**src/verilog/sdram_map_pkg.sv**
```systemverilog
package sdram_map_pkg;

    localparam int sdram_aw = 22;   // SDRAM word address width

    // Region offsets in SDRAM words
    localparam logic [sdram_aw-1:0] sound_offset = 22'h00_0000;
    localparam logic [sdram_aw-1:0] ram_offset   = 22'h20_0000;
    localparam logic [sdram_aw-1:0] vram_offset  = 22'h30_0000;
    localparam logic [sdram_aw-1:0] gfx_offset   = 22'h00_0000; // Bank 2

    // Bank per region
    localparam logic [1:0] bank_main  = 2'd1;   // CPU ROM, RAM and VRAM
    localparam logic [1:0] bank_sound = 2'd0;
    localparam logic [1:0] bank_gfx   = 2'd2;

    // Loader byte addresses where each region starts
    // Main CPU ROM sits below dl_sound_start
    localparam logic [24:0] dl_sound_start = 25'h40_0000;
    localparam logic [24:0] dl_gfx_start   = 25'h50_0000;

    // Slot indexes, lowest index wins
    localparam int slot_main_rom = 0;
    localparam int slot_main_ram = 1;
    localparam int slot_gfx      = 2;
    localparam int slot_sound    = 3;
    localparam int num_slots     = 4;

endpackage

```
**src/verilog/slot_request.sv**
```systemverilog
module slot_request import sdram_map_pkg::*; #(
    parameter int                  aw           = 16,
    parameter int                  dw           = 16,
    parameter logic [1:0]          bank         = bank_main,
    parameter logic [sdram_aw-1:0] offset       = '0,
    parameter bit                  use_vram_sel = 1'b0    // Main RAM slot only
) (
    input  logic                VB,
    input  logic                rst,
    input  logic                cs,
    input  logic [aw-1:0]       addr,
    input  logic                wr,
    input  logic [15:0]         din,
    input  logic [1:0]          wrmask,
    input  logic                vram_sel,
    output logic [dw-1:0]       dout,
    output logic                ok,
    output logic                pend,
    output logic [sdram_aw-1:0] full_addr,
    output logic [1:0]          bank_out,
    output logic                rnw,
    output logic [15:0]         wdata,
    output logic [1:0]          wmask,
    input  logic                grant_done,
    input  logic [31:0]         rdata
);

    logic                cs_l;
    logic [aw-1:0]       addr_l;
    logic                hit_valid;
    logic [sdram_aw-1:0] hit_addr;     // SDRAM address of the word held in dout
    logic [sdram_aw-1:0] region;
    logic [sdram_aw-1:0] req_addr;
    logic                addr_chg;
    logic                new_req;
    logic                hit;

    assign region   = (use_vram_sel && vram_sel) ? vram_offset : offset;
    assign req_addr = region + {{(sdram_aw - aw){1'b0}}, addr};
    assign addr_chg = addr != addr_l;
    assign new_req  = cs && (!cs_l || addr_chg) && !pend;
    assign hit      = !wr && hit_valid && req_addr == hit_addr;
    assign bank_out = bank;

    always_ff @(posedge VB) begin
        if (rst) begin
            cs_l      <= 1'b0;
            addr_l    <= '0;
            ok        <= 1'b0;
            pend      <= 1'b0;
            hit_valid <= 1'b0;
        end else begin
            cs_l   <= cs;
            addr_l <= addr;
            if (!cs || addr_chg) ok <= 1'b0;
            if (grant_done) begin
                pend      <= 1'b0;
                ok        <= cs && !addr_chg;
                hit_valid <= rnw;          // Writes invalidate the held word
            end else if (new_req) begin
                if (hit) ok <= 1'b1;       // One-word hit, no SDRAM access
                else pend <= 1'b1;
            end
        end
    end

    always_ff @(posedge VB) begin
        if (new_req && !hit) begin
            full_addr <= req_addr;
            rnw       <= !wr;
            wdata     <= din;
            wmask     <= wr ? wrmask : 2'b11;
        end
        if (grant_done && rnw) begin
            dout     <= rdata[dw-1:0];
            hit_addr <= full_addr;
        end
    end

endmodule

```
**src/verilog/slot_arbiter.sv**
```systemverilog
module slot_arbiter import sdram_map_pkg::*; (
    input  logic                 VB,
    input  logic                 rst,
    input  logic                 downloading,
    input  logic [num_slots-1:0] pend,
    // Per-slot request fields, index matches pend
    input  logic [sdram_aw-1:0]  addr0,
    input  logic [sdram_aw-1:0]  addr1,
    input  logic [sdram_aw-1:0]  addr2,
    input  logic [sdram_aw-1:0]  addr3,
    input  logic [1:0]           bank0,
    input  logic [1:0]           bank1,
    input  logic [1:0]           bank2,
    input  logic [1:0]           bank3,
    input  logic                 rnw0,
    input  logic                 rnw1,
    input  logic                 rnw2,
    input  logic                 rnw3,
    input  logic [15:0]          wdata0,
    input  logic [15:0]          wdata1,
    input  logic [15:0]          wdata2,
    input  logic [15:0]          wdata3,
    input  logic [1:0]           wmask0,
    input  logic [1:0]           wmask1,
    input  logic [1:0]           wmask2,
    input  logic [1:0]           wmask3,
    output logic [num_slots-1:0] grant_done,
    output logic                 sdram_req,
    output logic [sdram_aw-1:0]  sdram_addr,
    output logic [1:0]           sdram_bank,
    output logic                 sdram_rnw,
    output logic [15:0]          data_write,
    output logic [1:0]           sdram_wrmask,
    input  logic                 sdram_ack,
    input  logic                 data_rdy
);

    localparam int sw = $clog2(num_slots);

    localparam logic [1:0] st_idle = 2'd0;
    localparam logic [1:0] st_ack  = 2'd1;   // Waiting for sdram_ack
    localparam logic [1:0] st_data = 2'd2;   // Waiting for data_rdy

    logic [1:0]          state;
    logic [sw-1:0]       sel;
    logic [sw-1:0]       owner;      // Slot of the access in flight
    logic                start;
    logic [sdram_aw-1:0] addr_v  [num_slots];
    logic [1:0]          bank_v  [num_slots];
    logic [num_slots-1:0] rnw_v;
    logic [15:0]         wdata_v [num_slots];
    logic [1:0]          wmask_v [num_slots];

    assign addr_v  = '{addr0, addr1, addr2, addr3};
    assign bank_v  = '{bank0, bank1, bank2, bank3};
    assign rnw_v   = {rnw3, rnw2, rnw1, rnw0};
    assign wdata_v = '{wdata0, wdata1, wdata2, wdata3};
    assign wmask_v = '{wmask0, wmask1, wmask2, wmask3};

    // Lowest pending index wins
    always_comb begin
        sel = '0;
        for (int i = num_slots - 1; i >= 0; i--) begin
            if (pend[i]) sel = sw'(i);
        end
    end

    // No new slot access while the loader owns the SDRAM
    assign start = state == st_idle && !downloading && |pend;

    always_comb begin
        for (int i = 0; i < num_slots; i++) begin
            grant_done[i] = data_rdy && state == st_data && owner == sw'(i);
        end
    end

    always_ff @(posedge VB) begin
        if (rst) begin
            state     <= st_idle;
            sdram_req <= 1'b0;
            owner     <= '0;
        end else begin
            case (state)
                st_idle: begin
                    if (start) begin
                        state     <= st_ack;
                        sdram_req <= 1'b1;
                        owner     <= sel;
                    end
                end
                st_ack: begin
                    if (sdram_ack) begin
                        sdram_req <= 1'b0;
                        state     <= st_data;
                    end
                end
                st_data: begin
                    if (data_rdy) state <= st_idle;
                end
                default: state <= st_idle;
            endcase
        end
    end

    // Request fields stay put until the next start
    always_ff @(posedge VB) begin
        if (start) begin
            sdram_addr   <= addr_v[sel];
            sdram_bank   <= bank_v[sel];
            sdram_rnw    <= rnw_v[sel];
            data_write   <= wdata_v[sel];
            sdram_wrmask <= wmask_v[sel];
        end
    end

endmodule

```
**src/verilog/rom_download.sv**
```systemverilog
module rom_download import sdram_map_pkg::*; (
    input  logic                VB,
    input  logic                rst,
    input  logic                downloading,
    input  logic [24:0]         ioctl_addr,
    input  logic [7:0]          ioctl_data,
    input  logic                ioctl_wr,
    input  logic                sdram_ack,
    output logic [sdram_aw-1:0] prog_addr,
    output logic [7:0]          prog_data,
    output logic [1:0]          prog_mask,
    output logic [1:0]          prog_bank,
    output logic                prog_we
);

    logic [24:0]         start;     // Byte address where the region begins
    logic [sdram_aw-1:0] region;
    logic [1:0]          bank_sel;
    logic [24:0]         rel;
    logic                take;

    always_comb begin
        if (ioctl_addr >= dl_gfx_start) begin
            start    = dl_gfx_start;
            region   = gfx_offset;
            bank_sel = bank_gfx;
        end else if (ioctl_addr >= dl_sound_start) begin
            start    = dl_sound_start;
            region   = sound_offset;
            bank_sel = bank_sound;
        end else begin
            start    = '0;          // Main CPU ROM at the bottom of bank 1
            region   = '0;
            bank_sel = bank_main;
        end
    end

    assign rel  = ioctl_addr - start;
    assign take = downloading && ioctl_wr && !prog_we;

    always_ff @(posedge VB) begin
        if (rst) prog_we <= 1'b0;
        else if (prog_we && sdram_ack) prog_we <= 1'b0;
        else if (take) prog_we <= 1'b1;
    end

    always_ff @(posedge VB) begin
        if (take) begin
            prog_addr <= region + rel[sdram_aw:1];          // Byte to word
            prog_data <= ioctl_data;
            prog_mask <= ioctl_addr[0] ? 2'b01 : 2'b10;    // Active low, odd is upper
            prog_bank <= bank_sel;
        end
    end

endmodule

```
**src/verilog/sdram_game_mux.sv**
```systemverilog
module sdram_game_mux import sdram_map_pkg::*; (
    input  logic                VB,
    input  logic                rst,
    input  logic                downloading,
    // Main CPU ROM
    input  logic                main_rom_cs,
    input  logic [20:0]         main_rom_addr,
    output logic [15:0]         main_rom_data,
    output logic                main_rom_ok,
    // Main CPU RAM and VRAM
    input  logic                main_ram_cs,
    input  logic                main_ram_vram,
    input  logic                main_ram_rnw,
    input  logic [16:0]         main_ram_addr,
    input  logic [15:0]         main_ram_din,
    input  logic [1:0]          main_ram_dsn,
    output logic [15:0]         main_ram_data,
    output logic                main_ram_ok,
    // Graphics ROM
    input  logic                gfx_cs,
    input  logic [19:0]         gfx_addr,
    output logic [31:0]         gfx_data,
    output logic                gfx_ok,
    // Sound ROM
    input  logic                snd_cs,
    input  logic [15:0]         snd_addr,
    output logic [7:0]          snd_data,
    output logic                snd_ok,
    // SDRAM
    output logic                sdram_req,
    output logic [sdram_aw-1:0] sdram_addr,
    output logic [1:0]          sdram_bank,
    output logic                sdram_rnw,
    output logic [15:0]         data_write,
    output logic [1:0]          sdram_wrmask,
    input  logic                sdram_ack,
    input  logic                data_rdy,
    input  logic [31:0]         data_read,
    // ROM loader
    input  logic [24:0]         ioctl_addr,
    input  logic [7:0]          ioctl_data,
    input  logic                ioctl_wr,
    output logic [sdram_aw-1:0] prog_addr,
    output logic [7:0]          prog_data,
    output logic [1:0]          prog_mask,
    output logic [1:0]          prog_bank,
    output logic                prog_we
);

    logic [num_slots-1:0] pend;
    logic [num_slots-1:0] grant_done;
    logic [num_slots-1:0] slot_rnw;
    logic [sdram_aw-1:0]  slot_addr  [num_slots];
    logic [1:0]           slot_bank  [num_slots];
    logic [15:0]          slot_wdata [num_slots];
    logic [1:0]           slot_wmask [num_slots];

    slot_request #(.aw(21), .dw(16), .bank(bank_main), .offset('0)) u_main_rom (
        .VB(VB), .rst(rst), .cs(main_rom_cs), .addr(main_rom_addr),
        .wr(1'b0), .din(16'h0000), .wrmask(2'b11), .vram_sel(1'b0),
        .dout(main_rom_data), .ok(main_rom_ok), .pend(pend[slot_main_rom]),
        .full_addr(slot_addr[slot_main_rom]), .bank_out(slot_bank[slot_main_rom]),
        .rnw(slot_rnw[slot_main_rom]), .wdata(slot_wdata[slot_main_rom]),
        .wmask(slot_wmask[slot_main_rom]),
        .grant_done(grant_done[slot_main_rom]), .rdata(data_read)
    );

    // Only read/write slot, vram_sel picks the VRAM region
    slot_request #(
        .aw(17), .dw(16), .bank(bank_main), .offset(ram_offset), .use_vram_sel(1'b1)
    ) u_main_ram (
        .VB(VB), .rst(rst), .cs(main_ram_cs), .addr(main_ram_addr),
        .wr(!main_ram_rnw), .din(main_ram_din), .wrmask(main_ram_dsn),
        .vram_sel(main_ram_vram),
        .dout(main_ram_data), .ok(main_ram_ok), .pend(pend[slot_main_ram]),
        .full_addr(slot_addr[slot_main_ram]), .bank_out(slot_bank[slot_main_ram]),
        .rnw(slot_rnw[slot_main_ram]), .wdata(slot_wdata[slot_main_ram]),
        .wmask(slot_wmask[slot_main_ram]),
        .grant_done(grant_done[slot_main_ram]), .rdata(data_read)
    );

    slot_request #(.aw(20), .dw(32), .bank(bank_gfx), .offset(gfx_offset)) u_gfx (
        .VB(VB), .rst(rst), .cs(gfx_cs), .addr(gfx_addr),
        .wr(1'b0), .din(16'h0000), .wrmask(2'b11), .vram_sel(1'b0),
        .dout(gfx_data), .ok(gfx_ok), .pend(pend[slot_gfx]),
        .full_addr(slot_addr[slot_gfx]), .bank_out(slot_bank[slot_gfx]),
        .rnw(slot_rnw[slot_gfx]), .wdata(slot_wdata[slot_gfx]),
        .wmask(slot_wmask[slot_gfx]),
        .grant_done(grant_done[slot_gfx]), .rdata(data_read)
    );

    slot_request #(.aw(16), .dw(8), .bank(bank_sound), .offset(sound_offset)) u_sound (
        .VB(VB), .rst(rst), .cs(snd_cs), .addr(snd_addr),
        .wr(1'b0), .din(16'h0000), .wrmask(2'b11), .vram_sel(1'b0),
        .dout(snd_data), .ok(snd_ok), .pend(pend[slot_sound]),
        .full_addr(slot_addr[slot_sound]), .bank_out(slot_bank[slot_sound]),
        .rnw(slot_rnw[slot_sound]), .wdata(slot_wdata[slot_sound]),
        .wmask(slot_wmask[slot_sound]),
        .grant_done(grant_done[slot_sound]), .rdata(data_read)
    );

    slot_arbiter u_slot_arbiter (
        .VB(VB), .rst(rst), .downloading(downloading), .pend(pend),
        .addr0(slot_addr[0]), .addr1(slot_addr[1]),
        .addr2(slot_addr[2]), .addr3(slot_addr[3]),
        .bank0(slot_bank[0]), .bank1(slot_bank[1]),
        .bank2(slot_bank[2]), .bank3(slot_bank[3]),
        .rnw0(slot_rnw[0]), .rnw1(slot_rnw[1]), .rnw2(slot_rnw[2]), .rnw3(slot_rnw[3]),
        .wdata0(slot_wdata[0]), .wdata1(slot_wdata[1]),
        .wdata2(slot_wdata[2]), .wdata3(slot_wdata[3]),
        .wmask0(slot_wmask[0]), .wmask1(slot_wmask[1]),
        .wmask2(slot_wmask[2]), .wmask3(slot_wmask[3]),
        .grant_done(grant_done), .sdram_req(sdram_req), .sdram_addr(sdram_addr),
        .sdram_bank(sdram_bank), .sdram_rnw(sdram_rnw), .data_write(data_write),
        .sdram_wrmask(sdram_wrmask), .sdram_ack(sdram_ack), .data_rdy(data_rdy)
    );

    rom_download u_rom_download (
        .VB(VB), .rst(rst), .downloading(downloading),
        .ioctl_addr(ioctl_addr), .ioctl_data(ioctl_data), .ioctl_wr(ioctl_wr),
        .sdram_ack(sdram_ack),
        .prog_addr(prog_addr), .prog_data(prog_data), .prog_mask(prog_mask),
        .prog_bank(prog_bank), .prog_we(prog_we)
    );

endmodule

```
**config.mk**
```make
export PLATFORM = sky130hd
export DESIGN_NAME = sdram_game_mux
export DESIGN_NICKNAME = d
export VERILOG_FILES = /design/src/verilog/sdram_map_pkg.sv /design/src/verilog/slot_request.sv /design/src/verilog/slot_arbiter.sv /design/src/verilog/rom_download.sv /design/src/verilog/sdram_game_mux.sv
export SDC_FILE = /design/constraint.sdc
export NUM_CORES = 1
export LEC_CHECK = 0
export ABC_CLOCK_PERIOD_IN_PS = 6200
export BUFFER_PORTS_ARGS = -buffer_cell sky130_fd_sc_hd__buf_2
export CORE_AREA = 2 2 237 146
export DETAILED_ROUTE_END_ITERATION = 12
export DIE_AREA = 0 0 239 148
export PLACE_DENSITY_LB_ADDON = 0.1
export SYNTH_ARGS = -nofsm -noshare
export SYNTH_HDL_FRONTEND = slang
export SYNTH_SLANG_ARGS = --single-unit
```
**constraint.sdc**
```tcl
create_clock -name VB -period 6.2 [get_ports VB]
set_input_delay 1.86 -clock VB [delete_from_list [all_inputs] [get_ports VB]]
set_output_delay 1.86 -clock VB [all_outputs]
set_load 0.02 [all_outputs]
```
==> summary.md <==
| Metric | Value |
|---|---|
| Slew @ Worst Pin | between 1 and 1.5 ns |
| First-pass GRT wire length | between 50,000 and 60,000 µm |
| Synth area leader | edfxtp_1 |
| Std-Cell Rows | between 50 and 60 |
| Clock Skew | 0.0186 ns |
| EDFF count, synth | 318 |
| Crit-path max FO | 37 |
| Hold Violations, Final | 0 |
| Root buf cell | clkbuf_16 |
| Final ANT Viol Nets | 0 |
| Synth warn | 0 |
| Switching part of the total | about 22% |
| Worst slack at placement | roughly 2.1 ns |
| Sequential share of power | a little over half |
| Critical setup path kind | primary input to flop |
| Leakage power | approximately 6.6 nW |
| Largest net degree at the start of global routing | 56 |
| Critical path capture point type | flop |
| CP required | approximately 6.4 ns |
| Drc violations | 0 |
| Critical path's slowest cell | and4b_2 |
| Most frequent cell after synthesis | edfxtp_1 |
| Clock tree from TritonCTS | built |
| Resize count post-CTS | 0 |
| Max H-tree Level | 2 |
| P_sw | 0.00132 W |
| P&R area growth vs syn | 23.3% |
| WP data arrival | roughly 3.7 ns |
| Post-CTS setup buffers | 0 |
| CTS clock-pin slew for the worst setup and hold paths | roughly 0.070 ns |
| Post-synthesis async set-or-reset flop share | 0% |
| Max_cap viols | 0 |
| Status | complete, no violations |
| Vias per std cell | between 4 and 5 |
| Setup TNS | 0 ns |
| Hpwl dp | approximately 26,000 µm |
| Placer Congestion | between 0.8 and 0.9 |
| Netlist Area Pre-Place | 0.0147 mm² |
| Clock share of power | roughly 40% |
| Post-synth cell types | 45 |
| Wirelength per Cell | roughly 22 µm |
| Starting Density | between 40% and 50% |
| Main synth FF type | edfxtp_1 |
| Top post-synthesis cells by count | edfxtp_1 (318), xnor2_1 (120), dfxtp_1 (96), nor2b_1 (80) |
| Final instance area | around 0.018 mm² |
| Die span in x | 239 µm |
| Cell Chain, Critical Path | buf_2 > xnor2_1 > nand4_1 > nor4_1 > nand3_1 > and4b_2 |
| Final setup viols | 0 |
| RSZ-0062 raised after global routing | no |
| Slew HR | 19.4% |
| R2r setup slk | 3.78 ns |
| # nets final | approximately 1,400 |
| CTS sink cnt | 414 |
| Post-placement cell area | 0.0169 mm² |
| Final worst-path cycle share | between 50% and 60% |
| Die area | around 0.035 mm² |
| Wirelength, routed | 36,200 µm |
| Clock Path Buffers | 3 |
| Pint | approximately 0.0046 W |
| Max incr delay on CP | approximately 0.62 ns |
| Final worst slack | 2.67 ns |
| Die Span Y | around 150 µm |
| Vias | 8,256 |
| Layout cell share with drive strength beyond 1 | approximately 34% |
| Synth area leaders | edfxtp_1 (65%), dfxtp_1 (13%), xnor2_1 (7.1%) |
| Peak VDD IR | 0.183 mV |
| Cells after Synth | between 800 and 900 |
| Hold Buf Count CTS | 0 |
| Vias in the first global route | 8,065 |
| IO Count | between 300 and 400 |
| Comb pwr share | between 7 and 8% |
| Total GRT Usage | 20.3% |
| Total grt overflow | 0 |
| Router iterations before antenna repair | 5 |
| Max Slew Vio Count | 0 |
| Peak Freq | 283 MHz |
| First DRT Iteration DRCs | roughly 630 |
| P per Cell Area | 329 mW/mm² |
| Worst-skew pair later-pin latency | around 0.54 ns |
| Initial antenna violation count | 4 |
| Hold WC Path Type | flop to flop |
| Crit path time final | 3.53 ns |
| Yosys reg bits | roughly 410 |
| Seq/Total Area, Yosys | slightly below 80% |
| TritonCTS Buffers | 39 |
| Avg Cell Area, Syn | roughly 17 µm² |
| Startpoint Class | primary input |
| Core Footprint | 0.0332 mm² |
| IO Port Bufs | approximately 320 |
| Syn nets | ~1,000 |
| Share of the synthesized area in the top cell type | roughly 65% |
critical path, delay by kind of cell:
kind	cells	cell delay (ns)
buf+inv	1	0.13
xor+xnor	1	0.19
simple gates	4	1.49
flip-flops by register name (all words and copies together) (netlist names), 17 cells and up:
signal,cells
u_main_rom.full_addr,21
u_main_ram.hit_addr,18
u_slot_arbiter.sdram_addr,22
u_main_ram.addr_l,17
u_gfx.addr_l,20
u_gfx.full_addr,20
u_gfx.dout,32
u_main_ram.full_addr,18
u_main_rom.addr_l,21
u_main_rom.hit_addr,21
u_gfx.hit_addr,20
u_rom_download.prog_addr,22
area by class of cell:
type | instances | area (µm²)
antenna | 2 | 5.00
timing repair buffer | 332 | 1690
fill | 2744 | 15000
multi-input combinational | 407 | 3190
tap | 432 | 541
clock inverter | 20 | 161
inverter | 9 | 33.8
sequential | 414 | 11500
clock buffer | 50 | 1080
placed cells by master, fill, tap and decap left out, types with 2 or more instances in the layout:
master / count
buf_2: 322
edfxtp_1: 318
xnor2_1: 120
dfxtp_1: 96
nor2b_1: 80
clkbuf_16: 41
nand4_1: 30
xor2_1: 30
and2_1: 19
nor2_1: 19
mux4_2: 16
nand2_1: 14
clkinv_1: 13
nor4_1: 12
buf_4: 10
inv_1: 7
clkbuf_1: 7
nand3_1: 6
nor3_1: 6
a21oi_1: 5
nand2b_1: 4
nor2_2: 3
o21ai_0: 3
mux2i_1: 3
a22o_1: 3
o41ai_1: 3
clkinv_2: 3
bufinv_16: 3
diode_2: 2
nor3_2: 2
nand3b_1: 2
inv_2: 2
nor2_4: 2
o21a_1: 2
or2_2: 2
a32oi_1: 2
ha_1: 2
clkbuf_8: 2
per-stage QoR:
step	utilization (%)	instances	hold WS [ns]	power [W]
4_1_cts	54.7	1664	0.438	0.00603
5_1_grt	54.8	1666	0.464	0.00618
3_5_place_dp	51.0	1594	0.429	0.00368
3_3_place_gp	51.0	1594	0.430	0.00367
6_report	54.8	1666	0.440	0.00597
2_1_floorplan	-	847	0.421	0.00346
worst paths after layout:
path / start / depth (start not counted) / endpoint
worst max-delay path: main_ram_addr[4] / 6 / u_main_ram.full_addr[20]
worst min-delay path: u_main_rom.full_addr[7] / 0 / u_main_rom.hit_addr[7]
worst max register to register: u_slot_arbiter.state[0] / 3 / u_gfx.dout[28]
worst min register to register: u_main_rom.full_addr[7] / 0 / u_main_rom.hit_addr[7]
power by group through the flow:
stage	logic, W	clock network [W]	registers, W
floorplan	0.000191	0	0.00327
global placement	0.000432	0	0.00324
detailed placement	0.000436	0	0.00324
CTS	0.000438	0.00241	0.00318
global route	0.000469	0.00252	0.00319
finish	0.000431	0.00236	0.00318
cells by family after synthesis:
group	share of synthesized area [%]
compound gates	1.33
xor+xnor	8.92
fa+ha+maj	0.170
buf+inv	0.705
flops	77.9
mux	2.65
simple gates	8.37
routing by layer:
metal  track usage, %  part of all wire (%)  up-vias
li1                 -                     -     3823
met1             31.6                    49     4153
met2             28.3                    43      225
met3             4.99                   6.1       51
met4             5.22                   1.8        4
met5                0                 0.075        -
Note: power is estimated with default switching activity, not from simulation.
